===== config.mk =====
export PLATFORM = sky130hd
export DESIGN_NAME = tl_adapter_top
export DESIGN_NICKNAME = d
export VERILOG_FILES = /design/src/hdl/tl_adapter_pkg.sv /design/src/hdl/tl_request_decode.sv /design/src/hdl/tl_source_table.sv /design/src/hdl/tl_response_return.sv /design/src/hdl/tl_adapter_top.sv
export VERILOG_INCLUDE_DIRS = /design/src /design/src/include
export SDC_FILE = /design/constraint.sdc
export NUM_CORES = 1
export LEC_CHECK = 0
export ABC_AREA = 1
export BUFFER_PORTS_ARGS = -buffer_cell sky130_fd_sc_hd__buf_2
export CAP_MARGIN = 20
export CORE_ASPECT_RATIO = 0.7
export CORE_MARGIN = 2
export CORE_UTILIZATION = 30
export CTS_CLUSTER_DIAMETER = 100
export DETAILED_ROUTE_END_ITERATION = 16
export HOLD_SLACK_MARGIN = 0.05
export SLEW_MARGIN = 10
export SYNTH_ARGS = -nofsm -noshare
export SYNTH_HDL_FRONTEND = slang
export SYNTH_SLANG_ARGS = --single-unit

===== constraint.sdc =====
create_clock -name clk_i -period 3.21 [get_ports clk_i]
set_clock_uncertainty 0.1 [all_clocks]
set_input_delay 0.1605 -clock clk_i [delete_from_list [all_inputs] [get_ports clk_i]]
set_output_delay 0.1605 -clock clk_i [all_outputs]
set_load 0.02 [all_outputs]

===== src/include/tl_adapter_defines.svh =====
// Width and depth macros for the TL-UL adapter, included by the package and every RTL stage
`ifndef TL_ADAPTER_DEFINES_SVH
`define TL_ADAPTER_DEFINES_SVH

// ======================================================================
// TileLink channel widths
// ======================================================================

// Byte address on the A channel
`define TL_ADDR_W 32
// Data bus width for both channels
`define TL_DATA_W 32
// One strobe bit per data byte
`define TL_STRB_W 4
// Size field holds log2 of the byte count
`define TL_SIZE_W 3
// Source ID is the slot index, so it must cover every slot
`define TL_SRC_W 2

// ======================================================================
// Adapter limits
// ======================================================================

// Slots in the outstanding transaction table
`define TL_MAX_OUTSTANDING 4
// ID carried by memory requests and returned with the response
`define MEM_ID_W 8

`endif


===== src/hdl/tl_adapter_pkg.sv =====
// Opcode enums and channel structs of the TL-UL adapter, referenced by scoped name in the RTL
`include "tl_adapter_defines.svh"

package tl_adapter_pkg;

    // ======================================================================
    // Opcodes
    // ======================================================================

    // A-channel requests of the TL-UL subset
    typedef enum logic [2:0] {
        A_PUT_FULL_DATA    = 3'd0,
        A_PUT_PARTIAL_DATA = 3'd1,
        A_GET              = 3'd4
    } tl_a_opcode_e;

    // D-channel replies
    typedef enum logic [2:0] {
        D_ACCESS_ACK      = 3'd0,
        D_ACCESS_ACK_DATA = 3'd1
    } tl_d_opcode_e;

    // ======================================================================
    // Memory port
    // ======================================================================

    typedef struct packed {
        logic                   write;
        logic [`TL_SIZE_W-1:0]  size;
        logic [`TL_ADDR_W-1:0]  addr;
        logic [`TL_DATA_W-1:0]  data;
        logic [`TL_STRB_W-1:0]  strb;
        logic [`MEM_ID_W-1:0]   id;
    } mem_req_t;

    typedef struct packed {
        logic [`MEM_ID_W-1:0]   id;
        logic [`TL_DATA_W-1:0]  data;
        logic                   error;
    } mem_rsp_t;

    // ======================================================================
    // TileLink channels and table slot
    // ======================================================================

    typedef struct packed {
        tl_a_opcode_e           opcode;
        logic [`TL_SIZE_W-1:0]  size;
        logic [`TL_SRC_W-1:0]   source;
        logic [`TL_ADDR_W-1:0]  address;
        logic [`TL_STRB_W-1:0]  mask;
        logic [`TL_DATA_W-1:0]  data;
    } tl_a_t;

    typedef struct packed {
        tl_d_opcode_e           opcode;
        logic [`TL_SRC_W-1:0]   source;
        logic [`TL_DATA_W-1:0]  data;
        logic                   denied;
        logic                   corrupt;
    } tl_d_t;

    // One outstanding transaction, indexed by its source ID
    typedef struct packed {
        logic                   valid;
        logic                   is_write;
        logic [`MEM_ID_W-1:0]   mem_id;
    } txn_entry_t;

endpackage


===== src/hdl/tl_request_decode.sv =====
// Combinational decode of a memory request into an A-channel message, used by the adapter top
`timescale 1ns/1ps
`include "tl_adapter_defines.svh"

module tl_request_decode (
    input  tl_adapter_pkg::mem_req_t  req_i,
    input  logic [`TL_SRC_W-1:0]      alloc_src,
    output tl_adapter_pkg::tl_a_t     a_o
);

    // Decoded fields before packing
    tl_adapter_pkg::tl_a_opcode_e  a_opcode;
    logic [`TL_SIZE_W-1:0]         a_size;
    logic [`TL_DATA_W-1:0]         a_data;
    logic                          strb_full;

    // All bytes enabled selects the full-data put
    assign strb_full = (req_i.strb == {`TL_STRB_W{1'b1}});

    // ======================================================================
    // Opcode select
    // ======================================================================

    always_comb begin
        if (!req_i.write) begin
            a_opcode = tl_adapter_pkg::A_GET;
        end else if (strb_full) begin
            a_opcode = tl_adapter_pkg::A_PUT_FULL_DATA;
        end else begin
            a_opcode = tl_adapter_pkg::A_PUT_PARTIAL_DATA;
        end
    end

    // Sizes 0 to 3 are already log2 bytes
    // Anything larger falls back to a word
    always_comb begin
        case (req_i.size)
            3'd0:    a_size = 3'd0;
            3'd1:    a_size = 3'd1;
            3'd2:    a_size = 3'd2;
            3'd3:    a_size = 3'd3;
            default: a_size = 3'd2;
        endcase
    end

    // Get carries no payload
    assign a_data = req_i.write ? req_i.data : '0;

    // ======================================================================
    // A-channel payload
    // ======================================================================

    // Source is the slot the table is about to fill
    assign a_o = '{
        opcode:  a_opcode,
        size:    a_size,
        source:  alloc_src,
        address: req_i.addr,
        mask:    req_i.strb,
        data:    a_data
    };

endmodule


===== src/hdl/tl_source_table.sv =====
// Outstanding transaction table that gates the request handshake and hands out source IDs
`timescale 1ns/1ps
`include "tl_adapter_defines.svh"

module tl_source_table (
    input  logic                        clk_i,
    input  logic                        rst_ni,
    // Request side
    input  logic                        req_valid_i,
    input  logic                        a_ready_i,
    input  logic                        req_write_i,
    input  logic [`MEM_ID_W-1:0]        req_id_i,
    output logic                        req_ready_o,
    output logic                        a_valid_o,
    output logic [`TL_SRC_W-1:0]        alloc_src_o,
    // Response side lookup and release
    input  logic [`TL_SRC_W-1:0]        lookup_src_i,
    output tl_adapter_pkg::txn_entry_t  lookup_entry_o,
    input  logic                        release_i,
    input  logic [`TL_SRC_W-1:0]        release_src_i
);

    // Slot occupancy is control state
    logic [`TL_MAX_OUTSTANDING-1:0]  valid_q;
    // Per-slot payload, only meaningful while the slot is valid
    logic                            is_write_q [`TL_MAX_OUTSTANDING];
    logic [`MEM_ID_W-1:0]            mem_id_q   [`TL_MAX_OUTSTANDING];

    logic                            free_found;
    logic [`TL_SRC_W-1:0]            free_idx;
    logic                            a_fire;

    // ======================================================================
    // Lowest free slot
    // ======================================================================

    // Scan downwards so the last hit is the lowest index
    always_comb begin
        free_found = 1'b0;
        free_idx   = '0;
        for (int i = `TL_MAX_OUTSTANDING - 1; i >= 0; i--) begin
            if (!valid_q[i]) begin
                free_found = 1'b1;
                free_idx   = i[`TL_SRC_W-1:0];
            end
        end
    end

    // Request passes straight through when a slot is free
    assign a_valid_o   = req_valid_i && free_found;
    assign req_ready_o = a_ready_i && free_found;
    assign alloc_src_o = free_idx;
    assign a_fire      = req_valid_i && a_ready_i && free_found;

    // ======================================================================
    // Slot update
    // ======================================================================

    // Allocate and release never hit the same slot
    // since one takes a free slot and the other a busy one
    always_ff @(posedge clk_i or negedge rst_ni) begin
        if (!rst_ni) begin
            valid_q <= '0;
        end else begin
            if (a_fire) begin
                valid_q[free_idx] <= 1'b1;
            end
            if (release_i) begin
                valid_q[release_src_i] <= 1'b0;
            end
        end
    end

    always_ff @(posedge clk_i) begin
        if (a_fire) begin
            is_write_q[free_idx] <= req_write_i;
            mem_id_q[free_idx]   <= req_id_i;
        end
    end

    // Combinational read for the D channel
    assign lookup_entry_o = '{
        valid:    valid_q[lookup_src_i],
        is_write: is_write_q[lookup_src_i],
        mem_id:   mem_id_q[lookup_src_i]
    };

    // Reply must target a transaction still in flight
    release_hits_valid_a: assert property (
        @(posedge clk_i) disable iff (!rst_ni)
        release_i |-> valid_q[release_src_i]
    ) else $error("release of empty slot %0d", release_src_i);

    // A stalled A request is never withdrawn
    a_valid_held_a: assert property (
        @(posedge clk_i) disable iff (!rst_ni)
        (a_valid_o && !a_ready_i) |=> a_valid_o
    ) else $error("a_valid_o dropped before a_ready_i");

endmodule


===== src/hdl/tl_response_return.sv =====
// D-channel reply handling that rebuilds the memory response and frees the matching slot
`timescale 1ns/1ps
`include "tl_adapter_defines.svh"

module tl_response_return (
    input  logic                        clk_i,
    input  logic                        rst_ni,
    // TileLink D channel
    input  logic                        d_valid_i,
    input  tl_adapter_pkg::tl_d_t       d_i,
    output logic                        d_ready_o,
    // Table lookup and release
    output logic [`TL_SRC_W-1:0]        lookup_src_o,
    input  tl_adapter_pkg::txn_entry_t  lookup_entry_i,
    output logic                        release_o,
    output logic [`TL_SRC_W-1:0]        release_src_o,
    // Memory response
    output logic                        rsp_valid_o,
    output tl_adapter_pkg::mem_rsp_t    rsp_o,
    input  logic                        rsp_ready_i
);

    logic                      rsp_valid_q;
    tl_adapter_pkg::mem_rsp_t  rsp_q;
    tl_adapter_pkg::mem_rsp_t  rsp_d;
    logic                      d_fire;

    // ======================================================================
    // D handshake
    // ======================================================================

    // Room when empty or when the held response leaves this cycle
    assign d_ready_o = !rsp_valid_q || rsp_ready_i;
    assign d_fire    = d_valid_i && d_ready_o;

    // Source ID is the slot index
    assign lookup_src_o  = d_i.source;
    assign release_o     = d_fire;
    assign release_src_o = d_i.source;

    // Writes return no data
    assign rsp_d = '{
        id:    lookup_entry_i.mem_id,
        data:  lookup_entry_i.is_write ? '0 : d_i.data,
        error: d_i.denied || d_i.corrupt
    };

    // ======================================================================
    // Response register
    // ======================================================================

    always_ff @(posedge clk_i or negedge rst_ni) begin
        if (!rst_ni) begin
            rsp_valid_q <= 1'b0;
        end else if (d_fire) begin
            rsp_valid_q <= 1'b1;
        end else if (rsp_ready_i) begin
            rsp_valid_q <= 1'b0;
        end
    end

    // Payload only moves on a new reply
    always_ff @(posedge clk_i) begin
        if (d_fire) begin
            rsp_q <= rsp_d;
        end
    end

    assign rsp_valid_o = rsp_valid_q;
    assign rsp_o       = rsp_q;

    // Reply kind must agree with the request stored in the table
    d_opcode_match_a: assert property (
        @(posedge clk_i) disable iff (!rst_ni)
        d_fire |-> (d_i.opcode == (lookup_entry_i.is_write ?
                    tl_adapter_pkg::D_ACCESS_ACK : tl_adapter_pkg::D_ACCESS_ACK_DATA))
    ) else $error("D opcode does not match request on source %0d", d_i.source);

endmodule


===== src/hdl/tl_adapter_top.sv =====
// Top level of the TL-UL manager adapter joining the memory port to the A and D channels
`timescale 1ns/1ps
`include "tl_adapter_defines.svh"

module tl_adapter_top (
    input  logic                      clk_i,
    input  logic                      rst_ni,
    // Memory port
    input  logic                      req_valid_i,
    input  tl_adapter_pkg::mem_req_t  req_i,
    output logic                      req_ready_o,
    output logic                      rsp_valid_o,
    output tl_adapter_pkg::mem_rsp_t  rsp_o,
    input  logic                      rsp_ready_i,
    // TileLink port
    output logic                      a_valid_o,
    output tl_adapter_pkg::tl_a_t     a_o,
    input  logic                      a_ready_i,
    input  logic                      d_valid_i,
    input  tl_adapter_pkg::tl_d_t     d_i,
    output logic                      d_ready_o
);

    logic [`TL_SRC_W-1:0]        alloc_src;
    logic [`TL_SRC_W-1:0]        lookup_src;
    tl_adapter_pkg::txn_entry_t  lookup_entry;
    logic                        rel_valid;
    logic [`TL_SRC_W-1:0]        rel_src;

    // ======================================================================
    // Stages
    // ======================================================================

    tl_request_decode tl_request_decode_inst (
        .req_i     (req_i),
        .alloc_src (alloc_src),
        .a_o       (a_o)
    );

    tl_source_table tl_source_table_inst (
        .clk_i          (clk_i),
        .rst_ni         (rst_ni),
        .req_valid_i    (req_valid_i),
        .a_ready_i      (a_ready_i),
        .req_write_i    (req_i.write),
        .req_id_i       (req_i.id),
        .req_ready_o    (req_ready_o),
        .a_valid_o      (a_valid_o),
        .alloc_src_o    (alloc_src),
        .lookup_src_i   (lookup_src),
        .lookup_entry_o (lookup_entry),
        .release_i      (rel_valid),
        .release_src_i  (rel_src)
    );

    tl_response_return tl_response_return_inst (
        .clk_i          (clk_i),
        .rst_ni         (rst_ni),
        .d_valid_i      (d_valid_i),
        .d_i            (d_i),
        .d_ready_o      (d_ready_o),
        .lookup_src_o   (lookup_src),
        .lookup_entry_i (lookup_entry),
        .release_o      (rel_valid),
        .release_src_o  (rel_src),
        .rsp_valid_o    (rsp_valid_o),
        .rsp_o          (rsp_o),
        .rsp_ready_i    (rsp_ready_i)
    );

    // A Get offered on the A channel must enable at least one byte
    get_mask_nonzero_a: assert property (
        @(posedge clk_i) disable iff (!rst_ni)
        (a_valid_o && a_o.opcode == tl_adapter_pkg::A_GET) |-> (a_o.mask != '0)
    ) else $error("Get with empty mask on source %0d", a_o.source);

endmodule


==> impl_metrics.env <==
export IMPL_path_delay_family="buffers and inverters"
export IMPL_synth_top_area_share_pct=60.6
export IMPL_grt_pass1_vias=2986
export IMPL_via_per_inst=4.14
export IMPL_required_ns=3.12
export IMPL_worst_pin_slew_ns=0.715
export IMPL_cts_buffer_depth=2
export IMPL_grt_max_degree=38
export IMPL_status="complete, no violations"
export IMPL_ant_nets=0
export IMPL_slew_headroom_pct=52.2
export IMPL_critPathSlowestCell="a21oi_4"
export IMPL_dp_hpwl_mm=6.97
export IMPL_powerDensity_nw_per_um2=543
export IMPL_hold_path_class="input pin to asynchronous set/reset pin"
export IMPL_grt_overflow=0
export IMPL_grt_first_pass_wirelength_mm=14.9
export IMPL_rsz0062_at_grt="no"
export IMPL_slew_viol_final=0
export IMPL_drtPass1Iterations=4
export IMPL_initial_core_util_pct=30.7
export IMPL_p_leak_nw=2.68
export IMPL_peakVddDrop_mv=0.339
export IMPL_cts_sinks=82
export IMPL_final_nets=669
export IMPL_rows=34
export IMPL_cts_tree="yes"
export IMPL_period_needed_ns=1.95
export IMPL_syn_avg_cell_area_um2=10.6
export IMPL_clkTransAtPathRegs_ns=0.06
export IMPL_drive_above_1_share_pct=42.1
export IMPL_fill_cells=1207
export IMPL_place_gp_congestion=0.795
export IMPL_r2r_setup_slack_ns=1.34
export IMPL_end_kind="flip-flop"
export IMPL_drt_iter0_markers=145
export IMPL_cts_resized=0
export IMPL_route_met3_wl_um=782
export IMPL_wl_per_cell_um=13.6
export IMPL_core_area_um2=12400
export IMPL_clkLatencyLatePin_ns=0.33
export IMPL_finalSetupViolCount=0
export IMPL_yosysWarnings=0
export IMPL_arrival_ns=1.85
export IMPL_drv_cap=0
export IMPL_syn_cell_area_um2=3810
export IMPL_port_buffers=176
export IMPL_rr_endpoint="tl_response_return_inst.rsp_o[3]"
export IMPL_fin_crit_sh_pct=60.7
export IMPL_start_kind="input pin"
export IMPL_hold_buffers=44
export IMPL_crit_chain="dlygate4sd3_1 > buf_2 > inv_1 > a21oi_4 > buf_4"
export IMPL_hold_viol_final=0
export IMPL_antenna_found_initial=0
export IMPL_reg2reg_depth=2
export IMPL_post_cts_buffers=0
export IMPL_finalSetupTns_ns=0
export IMPL_synth_cells=359
export IMPL_cts_root_buf="clkbuf_16"
export IMPL_yosysUniqueCellTypes=22
export IMPL_drcViolationCount=0
export IMPL_htreeDepth=3
export IMPL_met1_length_mm=3.70
export IMPL_cp_slowest_stage_delay_ns=0.56
export IMPL_power_total_mw=2.90
export IMPL_die_x_um=139
export IMPL_cp_max_fo=22
export IMPL_synth_largest_area_cell="edfxtp_1"
export IMPL_crit_cells=5
export IMPL_top_layer="met4"
export IMPL_die_area_um2=13600
export IMPL_fmax_mhz=514
export IMPL_seq_area_frac_synth_pct=63.9
export IMPL_worst_setup_path_type="input pin to flip-flop"
export IMPL_die_h_um=98.3
export IMPL_synthToLayoutAreaGrowth_pct=40.0
export IMPL_num_antenna_cells=0
export IMPL_cp_num_buf_inv=4
export IMPL_wl_mm=9.68
export IMPL_dr_wl_met2_mm=5.09
export IMPL_vias=2940
export IMPL_track_usage_pct=14.1
export IMPL_num_io_pins=246
export IMPL_synth_seq_cells=82
export IMPL_r2r_start="tl_response_return_inst.rsp_valid_o"
export IMPL_cts_made_buffers=9
export IMPL_synthTopCellsByArea="edfxtp_1, inv_1, buf_4"
==> layout by cell type (no fill, tap or decap), types with 3 or more instances in the layout <==
master and count:
dfrtp_1 5, nor2_1 28, buf_2 176, o21ai_0 17, nor2_2 30, a21oi_1 5, nand4_1 3, dlygate4sd3_1 44
edfxtp_1 77, inv_1 83, o22ai_1 8, buf_4 3, nand2_1 41, clkbuf_16 9, nand3_1 3
==> cell type report <==
type	instances	area, µm²	share of cell area, %
flip-flops and latches	82	2440	45.7
repair buffers	223	1340	25.2
multi-input cells	144	709	13.3
inverters	84	315	5.91
clock buffers	10	239	4.48
well taps	162	203	3.80
clock inverters	6	90.1	1.69
==> synth_stat cells <==
master and number:
o21ai_0 17, nor3_1 1, buf_4 39, a21oi_1 6, o22ai_1 8, nand3_1 3
inv_1 83, or2_2 2, nand2_1 41, nand2_2 1, a41oi_1 1, nor2_2 30
nor2_1 28, buf_6 4, o211ai_2 1, dfrtp_1 5, clkbuf_1 6, conb_1 1
nand4_1 3, edfxtp_1 77, buf_2 1, inv_2 1
==> through the flow <==
stage / instances / hold slack [ns] / utilization (%) / cell area [µm²] / setup slack [ns]
3_5_place_dp: 651 / -0.112 / 36.8 / 4570 / 1.04
4_1_cts: 711 / 0.0618 / 43.0 / 5340 / 1.24
6_report: 711 / 0.0710 / 43.0 / 5340 / 1.26
2_1_floorplan: 360 / -0.235 / - / 3820 / 0.132
3_3_place_gp: 651 / -0.117 / 36.8 / 4570 / 1.03
5_1_grt: 711 / 0.0791 / 43.0 / 5340 / 1.14
==> how the worst max path moves through the flow <==
stage	start	to	slack [ns]
finish	d_valid_i	tl_response_return_inst.rsp_o[3]	1.26
global route	d_valid_i	tl_response_return_inst.rsp_o[11]	1.14
CTS	d_valid_i	tl_response_return_inst.rsp_o[3]	1.24
detailed placement	d_i[34]	tl_response_return_inst.rsp_o[1]	1.04
global placement	d_i[34]	tl_response_return_inst.rsp_o[32]	1.03
floorplan	tl_response_return_inst.rsp_valid_o	tl_response_return_inst.rsp_o[0]	0.13
==> registers in the layout, indices dropped and copies added, names as in the netlist <==
register / count
tl_source_table_inst.valid_q: 4
tl_response_return_inst.rsp_valid_o: 1
tl_response_return_inst.rsp_o: 41
tl_source_table_inst.is_write_q: 4
tl_source_table_inst.mem_id_q: 32
==> logic make-up after synthesis <==
family	count (synthesis)	synth area share, %
compound gates	33	4.89
buf+inv	134	17.9
other cells	1	0.0984
flops	82	63.9
simple gates	109	13.2
==> power breakdown <==
| part | switching (mW) | internal [mW] | total [mW] |
|---|---|---|---|
| sequential | 0.0295 | 1.27 | 1.30 |
| combinational | 0.307 | 0.183 | 0.489 |
| clock | 0.403 | 0.703 | 1.11 |
==> per-layer routing <==
metal  up-vias  track usage, %
met3        12            4.66
met4         0            4.43
met2       146            26.6
li1       1447               -
met5         -               0
met1      1335            14.9
(Power assumes the default switching activity.)
